==> config.mk <==
export PLATFORM = sky130hd
export DESIGN_NAME = mem_stage_top
export DESIGN_NICKNAME = d
export VERILOG_FILES = /design/src/verilog/mem_pkg.sv /design/src/verilog/cp0_bypass.sv /design/src/verilog/except_arbiter.sv /design/src/verilog/load_data_extract.sv /design/src/verilog/mem_access_ctrl.sv /design/src/verilog/mem_stage_top.sv /design/src/verilog/mem_wb_reg.sv /design/src/verilog/store_data_align.sv
export SDC_FILE = /design/constraint.sdc
export NUM_CORES = 1
export LEC_CHECK = 0
export BUFFER_PORTS_ARGS = -buffer_cell sky130_fd_sc_hd__buf_2
export CORE_AREA = 4 4 200 202
export CTS_CLUSTER_DIAMETER = 30
export CTS_CLUSTER_SIZE = 20
export DETAILED_ROUTE_END_ITERATION = 6
export DIE_AREA = 0 0 204 206
export SETUP_SLACK_MARGIN = 0.15
export SYNTH_ARGS = -nofsm -noshare
export SYNTH_HDL_FRONTEND = slang
export SYNTH_SLANG_ARGS = --single-unit
==> constraint.sdc <==
create_clock -name clk -period 1.48 [get_ports clk]
set_clock_uncertainty 0.2 [all_clocks]
set_input_delay 0.074 -clock clk [delete_from_list [all_inputs] [get_ports clk]]
set_output_delay 0.074 -clock clk [all_outputs]
set_load 0.01 [all_outputs]
==> src/verilog/mem_pkg.sv <==
package mem_pkg;

	// Datapath widths
	localparam int WORD_W     = 32;
	localparam int REG_ADDR_W = 5;
	localparam int LANES      = 4;
	localparam int CP0_ADDR_W = 5;

	typedef logic [WORD_W-1:0]     word_t;
	typedef logic [REG_ADDR_W-1:0] reg_addr_t;
	typedef logic [LANES-1:0]      lane_sel_t;

	// Memory operation from the execute stage
	typedef enum logic [3:0] {
		OP_NONE,
		OP_LB,
		OP_LBU,
		OP_LH,
		OP_LHU,
		OP_LW,
		OP_LWL,
		OP_LWR,
		OP_SB,
		OP_SH,
		OP_SW,
		OP_SWL,
		OP_SWR
	} mem_op_t;

	// Coprocessor 0 register numbers
	localparam logic [CP0_ADDR_W-1:0] CP0_STATUS = 5'd12;
	localparam logic [CP0_ADDR_W-1:0] CP0_CAUSE  = 5'd13;
	localparam logic [CP0_ADDR_W-1:0] CP0_EPC    = 5'd14;

	// Status and Cause fields
	localparam int STATUS_IE_BIT  = 0;
	localparam int STATUS_EXL_BIT = 1;
	localparam int INT_FIELD_LO   = 8;
	localparam int INT_FIELD_HI   = 15;

	// Positions in the incoming exception flag word
	localparam int EXC_FLAG_SYSCALL = 8;
	localparam int EXC_FLAG_RI      = 10;
	localparam int EXC_FLAG_ERET    = 12;

	typedef logic [4:0] exc_code_t;

	localparam exc_code_t EXC_NONE    = 5'd0;
	localparam exc_code_t EXC_INT     = 5'd1;
	localparam exc_code_t EXC_ADEL    = 5'd4;
	localparam exc_code_t EXC_ADES    = 5'd5;
	localparam exc_code_t EXC_SYSCALL = 5'd8;
	localparam exc_code_t EXC_RI      = 5'd10;
	localparam exc_code_t EXC_ERET    = 5'd14;

endpackage

==> src/verilog/cp0_bypass.sv <==
`timescale 1ns/10ps

module cp0_bypass (
	input  mem_pkg::word_t                 cp0_status_i,
	input  mem_pkg::word_t                 cp0_cause_i,
	input  mem_pkg::word_t                 cp0_epc_i,
	input  logic                           wb_cp0_we_i,
	input  logic [mem_pkg::CP0_ADDR_W-1:0] wb_cp0_addr_i,
	input  mem_pkg::word_t                 wb_cp0_data_i,
	output mem_pkg::word_t                 status_o,
	output mem_pkg::word_t                 cause_o,
	output mem_pkg::word_t                 epc_o
);
	import mem_pkg::*;

	// Newest value of one register with the writeback write taking precedence
	function automatic word_t fwd(input logic [CP0_ADDR_W-1:0] reg_num, input word_t cur);
		logic hit;
		hit = wb_cp0_we_i && (wb_cp0_addr_i == reg_num);
		return hit ? wb_cp0_data_i : cur;
	endfunction

	always_comb begin
		status_o = fwd(CP0_STATUS, cp0_status_i);
		cause_o  = fwd(CP0_CAUSE, cp0_cause_i);
		epc_o    = fwd(CP0_EPC, cp0_epc_i);
	end

endmodule

==> src/verilog/except_arbiter.sv <==
`timescale 1ns/10ps

module except_arbiter (
	input  mem_pkg::word_t     inst_addr_i,
	input  mem_pkg::word_t     exc_flags_i,
	input  logic               adel_i,
	input  logic               ades_i,
	input  logic               we_i,
	input  mem_pkg::word_t     status_i,
	input  mem_pkg::word_t     cause_i,
	output mem_pkg::exc_code_t exc_code_o,
	output logic               mem_we_o
);
	import mem_pkg::*;

	logic int_pending;
	logic int_taken;

	// Masked pending lines, only when enabled and not already in an exception
	assign int_pending = |(status_i[INT_FIELD_HI:INT_FIELD_LO] & cause_i[INT_FIELD_HI:INT_FIELD_LO]);
	assign int_taken   = int_pending && !status_i[STATUS_EXL_BIT] && status_i[STATUS_IE_BIT];

	always_comb begin
		exc_code_o = EXC_NONE;
		// A bubble carries no instruction address
		if (inst_addr_i != '0) begin
			if (int_taken) begin
				exc_code_o = EXC_INT;
			end else if (adel_i) begin
				exc_code_o = EXC_ADEL;
			end else if (ades_i) begin
				exc_code_o = EXC_ADES;
			end else if (exc_flags_i[EXC_FLAG_SYSCALL]) begin
				exc_code_o = EXC_SYSCALL;
			end else if (exc_flags_i[EXC_FLAG_RI]) begin
				exc_code_o = EXC_RI;
			end else if (exc_flags_i[EXC_FLAG_ERET]) begin
				exc_code_o = EXC_ERET;
			end
		end
	end

	// No memory write for a faulting instruction
	assign mem_we_o = we_i && (exc_code_o == EXC_NONE);

endmodule

==> src/verilog/load_data_extract.sv <==
`timescale 1ns/10ps

module load_data_extract (
	input  mem_pkg::mem_op_t op_i,
	input  logic [1:0]       ofs_i,
	input  mem_pkg::word_t   mem_data_i,
	input  mem_pkg::word_t   reg2_i,
	input  mem_pkg::word_t   wdata_i,
	output mem_pkg::word_t   load_data_o
);
	import mem_pkg::*;

	logic [7:0]  ld_byte;
	logic [15:0] ld_half;
	logic [4:0]  left_sh;
	logic [4:0]  right_sh;
	word_t       lwl_data;
	word_t       lwr_data;

	assign ld_byte = mem_data_i[{ofs_i, 3'b000} +: 8];
	assign ld_half = mem_data_i[{ofs_i[1], 4'b0000} +: 16];

	// 8*(3-ofs) for LWL, 8*ofs for LWR
	assign left_sh  = {~ofs_i, 3'b000};
	assign right_sh = {ofs_i, 3'b000};

	// Memory bytes go to the top, register keeps the rest
	assign lwl_data = (mem_data_i << left_sh) | (reg2_i & ~(word_t'('1) << left_sh));
	assign lwr_data = (mem_data_i >> right_sh) | (reg2_i & ~(word_t'('1) >> right_sh));

	always_comb begin
		case (op_i)
			OP_LB: begin
				load_data_o = {{24{ld_byte[7]}}, ld_byte};
			end
			OP_LBU: begin
				load_data_o = {24'h0, ld_byte};
			end
			OP_LH: begin
				load_data_o = {{16{ld_half[15]}}, ld_half};
			end
			OP_LHU: begin
				load_data_o = {16'h0, ld_half};
			end
			OP_LW: begin
				load_data_o = mem_data_i;
			end
			OP_LWL: begin
				load_data_o = lwl_data;
			end
			OP_LWR: begin
				load_data_o = lwr_data;
			end
			default: begin
				load_data_o = wdata_i;
			end
		endcase
	end

endmodule

==> src/verilog/mem_access_ctrl.sv <==
`timescale 1ns/10ps

module mem_access_ctrl (
	input  mem_pkg::mem_op_t   op_i,
	input  mem_pkg::word_t     mem_addr_i,
	output mem_pkg::word_t     mem_addr_o,
	output logic [1:0]         ofs_o,
	output mem_pkg::lane_sel_t sel_o,
	output logic               ce_o,
	output logic               we_o,
	output logic               adel_o,
	output logic               ades_o,
	output mem_pkg::word_t     bad_vaddr_o
);
	import mem_pkg::*;

	logic [1:0] ofs;
	word_t      word_addr;
	lane_sel_t  byte_lane;
	lane_sel_t  half_lanes;
	logic       half_ok;
	logic       word_ok;

	assign ofs        = mem_addr_i[1:0];
	assign ofs_o      = ofs;
	assign word_addr  = {mem_addr_i[WORD_W-1:2], 2'b00};
	assign byte_lane  = lane_sel_t'(1) << ofs;
	assign half_lanes = ofs[1] ? 4'b1100 : 4'b0011;
	assign half_ok    = ~ofs[0];
	assign word_ok    = (ofs == 2'b00);

	always_comb begin
		mem_addr_o = mem_addr_i;
		sel_o      = '0;
		ce_o       = 1'b0;
		we_o       = 1'b0;
		adel_o     = 1'b0;
		ades_o     = 1'b0;
		case (op_i)
			OP_LB, OP_LBU: begin
				ce_o  = 1'b1;
				sel_o = byte_lane;
			end
			OP_LH, OP_LHU: begin
				ce_o   = half_ok;
				sel_o  = half_lanes;
				adel_o = ~half_ok;
			end
			OP_LW: begin
				ce_o   = word_ok;
				sel_o  = '1;
				adel_o = ~word_ok;
			end
			OP_LWL, OP_LWR: begin
				mem_addr_o = word_addr;
				ce_o       = 1'b1;
				sel_o      = '1;
			end
			OP_SB: begin
				ce_o  = 1'b1;
				we_o  = 1'b1;
				sel_o = byte_lane;
			end
			OP_SH: begin
				ce_o   = half_ok;
				we_o   = 1'b1;
				sel_o  = half_ok ? half_lanes : 4'b0000;
				ades_o = ~half_ok;
			end
			OP_SW: begin
				ce_o   = word_ok;
				we_o   = 1'b1;
				sel_o  = word_ok ? 4'b1111 : 4'b0000;
				ades_o = ~word_ok;
			end
			OP_SWL: begin
				// Lanes 0 up to the offset
				mem_addr_o = word_addr;
				ce_o       = 1'b1;
				we_o       = 1'b1;
				sel_o      = ~(lane_sel_t'(4'b1110) << ofs);
			end
			OP_SWR: begin
				// Lanes from the offset up to 3
				mem_addr_o = word_addr;
				ce_o       = 1'b1;
				we_o       = 1'b1;
				sel_o      = lane_sel_t'(4'b1111) << ofs;
			end
			default: begin
			end
		endcase
	end

	assign bad_vaddr_o = (adel_o | ades_o) ? mem_addr_i : '0;

endmodule

==> src/verilog/mem_stage_top.sv <==
`timescale 1ns/10ps

module mem_stage_top (
	input  logic                       clk,
	input  logic                       rst_n_i,
	input  mem_pkg::mem_op_t           op_i,
	input  mem_pkg::word_t             mem_addr_i,
	input  mem_pkg::word_t             reg2_i,
	input  mem_pkg::reg_addr_t         wd_i,
	input  logic                       wreg_i,
	input  mem_pkg::word_t             wdata_i,
	input  mem_pkg::word_t             exc_flags_i,
	input  mem_pkg::word_t             inst_addr_i,
	input  mem_pkg::word_t             mem_data_i,
	input  mem_pkg::word_t             cp0_status_i,
	input  mem_pkg::word_t             cp0_cause_i,
	input  mem_pkg::word_t             cp0_epc_i,
	input  logic                       wb_cp0_we_i,
	input  logic [mem_pkg::CP0_ADDR_W-1:0] wb_cp0_addr_i,
	input  mem_pkg::word_t             wb_cp0_data_i,
	output mem_pkg::word_t             mem_addr_o,
	output logic                       mem_we_o,
	output mem_pkg::lane_sel_t         mem_sel_o,
	output mem_pkg::word_t             mem_data_o,
	output logic                       mem_ce_o,
	output mem_pkg::exc_code_t         exc_code_o,
	output mem_pkg::word_t             exc_epc_o,
	output mem_pkg::word_t             bad_vaddr_o,
	output logic                       wb_wreg_o,
	output mem_pkg::reg_addr_t         wb_wd_o,
	output mem_pkg::word_t             wb_wdata_o
);
	import mem_pkg::*;

	logic [1:0] ofs;
	logic       req_we;
	logic       load_adel;
	logic       store_ades;
	word_t      load_data;
	word_t      status_fw;
	word_t      cause_fw;

	// Request decode and alignment checks
	mem_access_ctrl u_mem_access_ctrl (
		.op_i        (op_i),
		.mem_addr_i  (mem_addr_i),
		.mem_addr_o  (mem_addr_o),
		.ofs_o       (ofs),
		.sel_o       (mem_sel_o),
		.ce_o        (mem_ce_o),
		.we_o        (req_we),
		.adel_o      (load_adel),
		.ades_o      (store_ades),
		.bad_vaddr_o (bad_vaddr_o)
	);

	load_data_extract u_load_data_extract (
		.op_i        (op_i),
		.ofs_i       (ofs),
		.mem_data_i  (mem_data_i),
		.reg2_i      (reg2_i),
		.wdata_i     (wdata_i),
		.load_data_o (load_data)
	);

	store_data_align u_store_data_align (
		.op_i         (op_i),
		.ofs_i        (ofs),
		.reg2_i       (reg2_i),
		.store_data_o (mem_data_o)
	);

	cp0_bypass u_cp0_bypass (
		.cp0_status_i  (cp0_status_i),
		.cp0_cause_i   (cp0_cause_i),
		.cp0_epc_i     (cp0_epc_i),
		.wb_cp0_we_i   (wb_cp0_we_i),
		.wb_cp0_addr_i (wb_cp0_addr_i),
		.wb_cp0_data_i (wb_cp0_data_i),
		.status_o      (status_fw),
		.cause_o       (cause_fw),
		.epc_o         (exc_epc_o)
	);

	except_arbiter u_except_arbiter (
		.inst_addr_i (inst_addr_i),
		.exc_flags_i (exc_flags_i),
		.adel_i      (load_adel),
		.ades_i      (store_ades),
		.we_i        (req_we),
		.status_i    (status_fw),
		.cause_i     (cause_fw),
		.exc_code_o  (exc_code_o),
		.mem_we_o    (mem_we_o)
	);

	// Results toward writeback
	mem_wb_reg u_mem_wb_reg (
		.clk        (clk),
		.rst_n_i    (rst_n_i),
		.exc_code_i (exc_code_o),
		.wreg_i     (wreg_i),
		.wd_i       (wd_i),
		.data_i     (load_data),
		.wb_wreg_o  (wb_wreg_o),
		.wb_wd_o    (wb_wd_o),
		.wb_wdata_o (wb_wdata_o)
	);

endmodule

==> src/verilog/mem_wb_reg.sv <==
`timescale 1ns/10ps

module mem_wb_reg (
	input  logic               clk,
	input  logic               rst_n_i,
	input  mem_pkg::exc_code_t exc_code_i,
	input  logic               wreg_i,
	input  mem_pkg::reg_addr_t wd_i,
	input  mem_pkg::word_t     data_i,
	output logic               wb_wreg_o,
	output mem_pkg::reg_addr_t wb_wd_o,
	output mem_pkg::word_t     wb_wdata_o
);
	import mem_pkg::*;

	logic flush;

	assign flush = (exc_code_i != EXC_NONE);

	always_ff @(posedge clk or negedge rst_n_i) begin
		if (!rst_n_i) begin
			wb_wreg_o  <= 1'b0;
			wb_wd_o    <= '0;
			wb_wdata_o <= '0;
		end else begin
			// Faulting instruction must not reach the register file
			wb_wreg_o  <= wreg_i && !flush;
			wb_wd_o    <= wd_i;
			wb_wdata_o <= data_i;
		end
	end

endmodule

==> src/verilog/store_data_align.sv <==
`timescale 1ns/10ps

module store_data_align (
	input  mem_pkg::mem_op_t op_i,
	input  logic [1:0]       ofs_i,
	input  mem_pkg::word_t   reg2_i,
	output mem_pkg::word_t   store_data_o
);
	import mem_pkg::*;

	always_comb begin
		case (op_i)
			OP_SB: begin
				// Byte copied to every lane, sel picks one
				store_data_o = {LANES{reg2_i[7:0]}};
			end
			OP_SH: begin
				store_data_o = {2{reg2_i[15:0]}};
			end
			OP_SW: begin
				store_data_o = reg2_i;
			end
			OP_SWL: begin
				store_data_o = reg2_i >> {~ofs_i, 3'b000};
			end
			OP_SWR: begin
				store_data_o = reg2_i << {ofs_i, 3'b000};
			end
			default: begin
				store_data_o = '0;
			end
		endcase
	end

endmodule

Word-level counts from Yosys, hierarchy flattened

Cells that the tools add are included.

Eq/ne operators: 15
Shift-type cells: 11
Mux-type cells: 22
Bitwise operators: 12
Reduce and logical (&&, ||, !) cells: 22

Operator list:

| operator                                                            | number |
|---|---|
| 32-bit case mux with 7 select lines                                 | 1 |
| 32-bit case mux with 5 select lines                                 | 1 |
| 32-bit AND                                                          | 2 |
| 32-bit 2-to-1 mux                                                   | 2 |
| 32-bit inverter                                                     | 2 |
| 32-bit OR                                                           | 2 |
| 32-bit by 5-bit << shifter with 32-bit output                       | 2 |
| 32-bit by 5-bit >> shifter with 32-bit output                       | 2 |
| 16-bit 2-to-1 mux                                                   | 2 |
| 32-bit nonzero test                                                 | 1 |
| 32-bit by 6-bit indexed part select with 16-bit output              | 1 |
| 32-bit by 6-bit indexed part select with 8-bit output               | 1 |
| 32-bit by 5-bit << shifter with 32-bit output, first input constant | 1 |
| 32-bit by 5-bit >> shifter with 32-bit output, first input constant | 1 |
| 5-bit 2-to-1 mux                                                    | 6 |
| 4-bit case mux with 7 select lines                                  | 1 |
| 4-bit == test, second input constant                                | 5 |
| 4-bit by 3-bit == test with 1-bit output, second input constant     | 4 |
| 4-bit 2-to-1 mux                                                    | 4 |
| 5-bit by 4-bit == test with 1-bit output, second input constant     | 3 |
| 3-bit OR reduction                                                  | 3 |
| 8-bit AND                                                           | 1 |
| 4-bit by 2-bit == test with 1-bit output, second input constant     | 2 |
| 8-bit OR reduction                                                  | 1 |
| 20 further kinds                                                    | 31 |

Flip-flop bits (word level): 38
Input bits: 338
Output and inout port bits: 177

Logic depth before layout (Yosys ltp)

Depth after elaboration: 12
Gate-level depth with buffers: 9
Depth with buffers taken out: 5

By module

A second synthesis with hierarchy kept.

Cells, all modules: 771
Area total of the unflattened synthesis: 7048.0 um^2

By module, submodules not included:

| module            | instances | cells each | area each (um^2) |
|---|---|---|---|
| load_data_extract | 1         | 258        | 1945.6 |
| store_data_align  | 1         | 179        | 1476.4 |
| cp0_bypass        | 1         | 110        | 1357.6 |
| mem_access_ctrl   | 1         | 152        | 1089.8 |
| mem_wb_reg        | 1         | 40         | 970.9 |
| except_arbiter    | 1         | 32         | 207.7 |

Least setup slack after synthesis

Ideal clock, no wire load.

Kind: input-to-output
From: input wb_cp0_addr_i[0] (netlist name)
To: output exc_code_o[3]
Arrival: 1.533 ns
Data required time: 1.206 ns
Setup slack: -0.327 ns
Cell stages on the path: 6
Buffers on the path: 1
Cell sequence: buf_4 -> mux2_2 -> a22oi_1 -> and4_1 -> a21oi_1 -> nor4b_1

Word-level cells in the longest chain between the ends: 9
Elaborated cells between the ends (all ways): 13

Ends and longest elaborated chain:

| item                                     | RTL line             | source |
|---|---|---|
| from (decl)                              | mem_stage_top.sv:19  | `input logic [mem_pkg::CP0_ADDR_W-1:0] wb_cp0_addr_i,` |
| 5-bit by 4-bit == test with 1-bit output | cp0_bypass.sv:19     | `hit = wb_cp0_we_i && (wb_cp0_addr_i == reg_num);` |
| 1-bit logical AND                        | cp0_bypass.sv:19     |  |
| 16-bit 2-to-1 mux                        | cp0_bypass.sv:20     | `return hit ? wb_cp0_data_i : cur;` |
| 8-bit AND                                | except_arbiter.sv:20 | `assign int_pending = \|(status_i[INT_FIELD_HI:INT_FIELD_LO] & cause_i[INT_FIELD_HI:INT_FIELD_LO]);` |
| 8-bit OR reduction                       | except_arbiter.sv:20 |  |
| 1-bit logical AND                        | except_arbiter.sv:21 | `assign int_taken = int_pending && !status_i[STATUS_EXL_BIT] && status_i[STATUS_IE_BIT];` |
| 1-bit logical AND *                      | except_arbiter.sv:21 |  |
| 5-bit 2-to-1 mux *                       | except_arbiter.sv:27 | `if (int_taken) begin` |
| 5-bit 2-to-1 mux *                       | except_arbiter.sv:26 | `if (inst_addr_i != '0) begin` |
| to (decl)                                | mem_stage_top.sv:26  | `output mem_pkg::exc_code_t exc_code_o,` |

Mark *: on every way between the ends. The rest lies on a longest branch, timed or not.

Worst setup path after layout

From: input op_i[0]
To: output bad_vaddr_o[30]

Word-level cells in the longest chain between the ends: 5
Elaborated cells between the ends (all ways): 10

Ends and longest elaborated chain:

| item                                                                                                        | RTL line              | source |
|---|---|---|
| from (decl)                                                                                                 | mem_stage_top.sv:6    | `input mem_pkg::mem_op_t op_i,` |
| 4-bit by 2-bit == test with 1-bit output / 4-bit by 3-bit == test with 1-bit output (equally long branches) | mem_access_ctrl.sv:39 | `case (op_i)` |
| 2-bit OR reduction                                                                                          | mem_access_ctrl.sv:39 |  |
| 1-bit case mux with 2 select lines                                                                          | mem_access_ctrl.sv:39 |  |
| 1-bit OR *                                                                                                  | mem_access_ctrl.sv:95 | `assign bad_vaddr_o = (adel_o \| ades_o) ? mem_addr_i : '0;` |
| 32-bit 2-to-1 mux *                                                                                         | mem_access_ctrl.sv:95 |  |
| to (decl)                                                                                                   | mem_stage_top.sv:28   | `output mem_pkg::word_t bad_vaddr_o,` |

Marked as above.

==> metrics.txt <==
final wirelength=47,100 um; number of enable flip-flop cells after synthesis=0; most used cells in the layout excluding fill and tap cells=345 x buf_2, 170 x buf_4, 146 x buf_6; DP Area=10,400 um^2; tightest hold margin=-0.000367 ns; final-report max-slew violation count=0; antenna violations before repair=7; Worst Slack Setup Final=-0.353 ns; total placed cells including tap cells=1,802; number of flip-flops and latches in the synthesized netlist=38; Worst Max-Slew Pin Slew=0.667 ns; total DRC errors in the routed layout=0; run status=finished, violations left; share of total power in combinational logic=66.0%; vias in the first global route=10,000; share of synthesized area occupied by flip-flops and latches=16.1%; max frequency=0.546 GHz; number of nets at the end of the flow=1,792; CTS root buf=clkbuf_16; maximum count of clock buffers along a single path=2; maximum number of pins on one net before global-route repair=39; worst slack after detailed placement=-0.796 ns; cells after synthesis=755; number of failing hold endpoints at the final stage=1; overall global routing resource usage=19.9%; clock tree from TritonCTS=done; total negative slack for setup checks=-37.21 ns; number of detailed-route iterations in the first pass=7; total chip power=6.79 mW; fillcell total=3,622; Pwr per Cell Area=460 nW/um^2; dominant register cell in the synthesized netlist=dfrtp_1; Max Cap Viol=0; global-route wire length before repair=64,100 um; Core ar.=38,300 um^2; period utilization=124%; Data required, critical path=1.21 ns; area taken by flip-flops and latches=951 um^2; TritonCTS Buffers=5; synth warn=0; remaining antenna violation count after routing=0; final instance area=14,700 um^2; Total Die Area=42,000 um^2; data arrival time at the worst-slack endpoint=1.56 ns; CTS sink cnt=38; final estimated routing congestion in global placement=0.930; vias after detailed routing=9,856; proportion of power drawn by the clock network=16.6%; std cell rows=72; Initial Util=15.5%; buffers added on ports=438; clock-pin transition on the worst setup and hold timing paths=0.06 ns; leading cell type in the layout, fill and taps excluded=buf_2; share of post-route cells with drive strength above 1=72.6%; RSZ-0062 raised after global routing=yes; average wire length per cell after detail routing=23.8 um; combined area of all synthesized cells=5920 um^2; fin cells=1,978; sequential share of power=17.3%; final core utilization=38.5%; Chip Height=206 um; relative max-transition margin=55.4%; HPWL after detailed placement=33,900 um; endpoints failing setup=138; Via-to-Cell Ratio=4.98; Critical Path Fanout Max=7; switching power share of the total=38.9%; internal power summed over all cells=4.15 mW; mean instance size in the synthesized netlist=7.85 um^2; Hold Crit Class=in -> reg; critical path endpoint category=output pin; number of ports placed on the die boundary=515; asr flop ratio synth=100%; clock period minus final worst setup slack=1.83 ns; H-tree levels=2; global route overflow=0; violations in the final reports=hold timing, setup timing; maximum VDD drop=0.000449 V; leakage=6.61 nW; net switching component of the power=2.64 mW; combined area of the multi-input logic cells=6310 um^2; layout-stage area growth over the synthesis result=149%; CP startpoint kind=primary input; type of the setup path with the least slack=in -> out; die extent in x=204 um; net count after synthesis=1,093; Cell variety after synth=74; DRC violation total after the first TritonRoute iteration=881
## cell usage after synthesis (12+ instances only)
library cell | number | area share (%)
a21oi_1 | 81 | 6.8
a22oi_1 | 27 | 3.4
buf_2 | 29 | 2.5
buf_4 | 41 | 5.2
clkbuf_1 | 21 | 1.3
dfrtp_1 | 38 | 16
mux2_2 | 52 | 9.9
mux2i_1 | 42 | 7.1
mux4_2 | 15 | 5.7
nand2_1 | 44 | 2.8
nand3_1 | 12 | 1.0
nor2_1 | 87 | 5.5
nor2b_1 | 43 | 4.5
nor3_1 | 12 | 1.0
o21ai_0 | 32 | 2.7
## cell families after synthesis
group / Yosys count / share of synthesized area (%)
xor gates and xnor gates: 1 / 0.148
other: 1 / 0.0633
muxes: 111 / 23.3
and+or+nand+nor: 242 / 20.2
AOI/OAI and AO/OA: 256 / 30.0
buffers and inverters: 106 / 10.2
DFF: 38 / 16.1
## path summary, 6_finish.rpt
kind	startpoint	to	slack (ns)	depth (start not counted)
setup / recovery	op_i[0]	bad_vaddr_o[30]	-0.35	8
hold / removal	mem_data_i[6]	u_mem_wb_reg.wb_wdata_o[6]	-0.0004	3
max in group asynchronous	rst_n_i	u_mem_wb_reg.wb_wdata_o[28]	0.79	3
min in group asynchronous	rst_n_i	u_mem_wb_reg.wb_wdata_o[11]	0.08	3
## final cells by class
type	count	share of cell area, %
timing repair buffer	792	45.1
multi-input combinational	611	42.8
clock buffer	6	0.942
sequential	38	6.45
clock inverter	2	0.0849
tap	518	4.40
inverter	6	0.161
antenna	5	0.0849
## sequential cells by signal (all words and copies together), names as in the netlist
signal,cells
u_mem_wb_reg.wb_wdata_o,32
u_mem_wb_reg.wb_wreg_o,1
u_mem_wb_reg.wb_wd_o,5
## power groups by stage
stage	logic, mW	registers [mW]	clock network (mW)
after floorplan	1.45	1.24	0
after global placement	3.02	1.20	0
after detailed placement	3.04	1.20	0
after CTS	4.06	1.18	1.14
after global routing	4.70	1.18	1.21
final	4.48	1.18	1.13
## critical path: stages
cell and delay (ns):
buf_12 0.11, and2b_2 0.24, a22oi_2 0.09, o32a_4 0.49
buf_12 0.17, buf_16 0.14, nor2b_1 0.10, buf_2 0.13
## metal layers
metal	up-vias	GRT usage, %	share of wire (%)	wire length [um]
met5	-	0	0.068	32
met4	4	8.85	5.4	2530
met3	166	4.16	8.6	4050
met2	707	36.7	51	24100
met1	4706	22.1	35	16300
li1	4273	-	-	-
## repair_timing
| item | CTS | global route |
|---|---|---|
| setup buffers | 64 | 19 |
| gates resized for setup | 410 | 137 |
| hold buffers | 65 | 0 |
| hold endpoints to repair | 76 | 0 |
| setup endpoints to repair | 141 | 141 |
| gates cloned | 12 | 3 |
| pin swaps | 120 | 73 |
(Power assumes the default switching activity.)
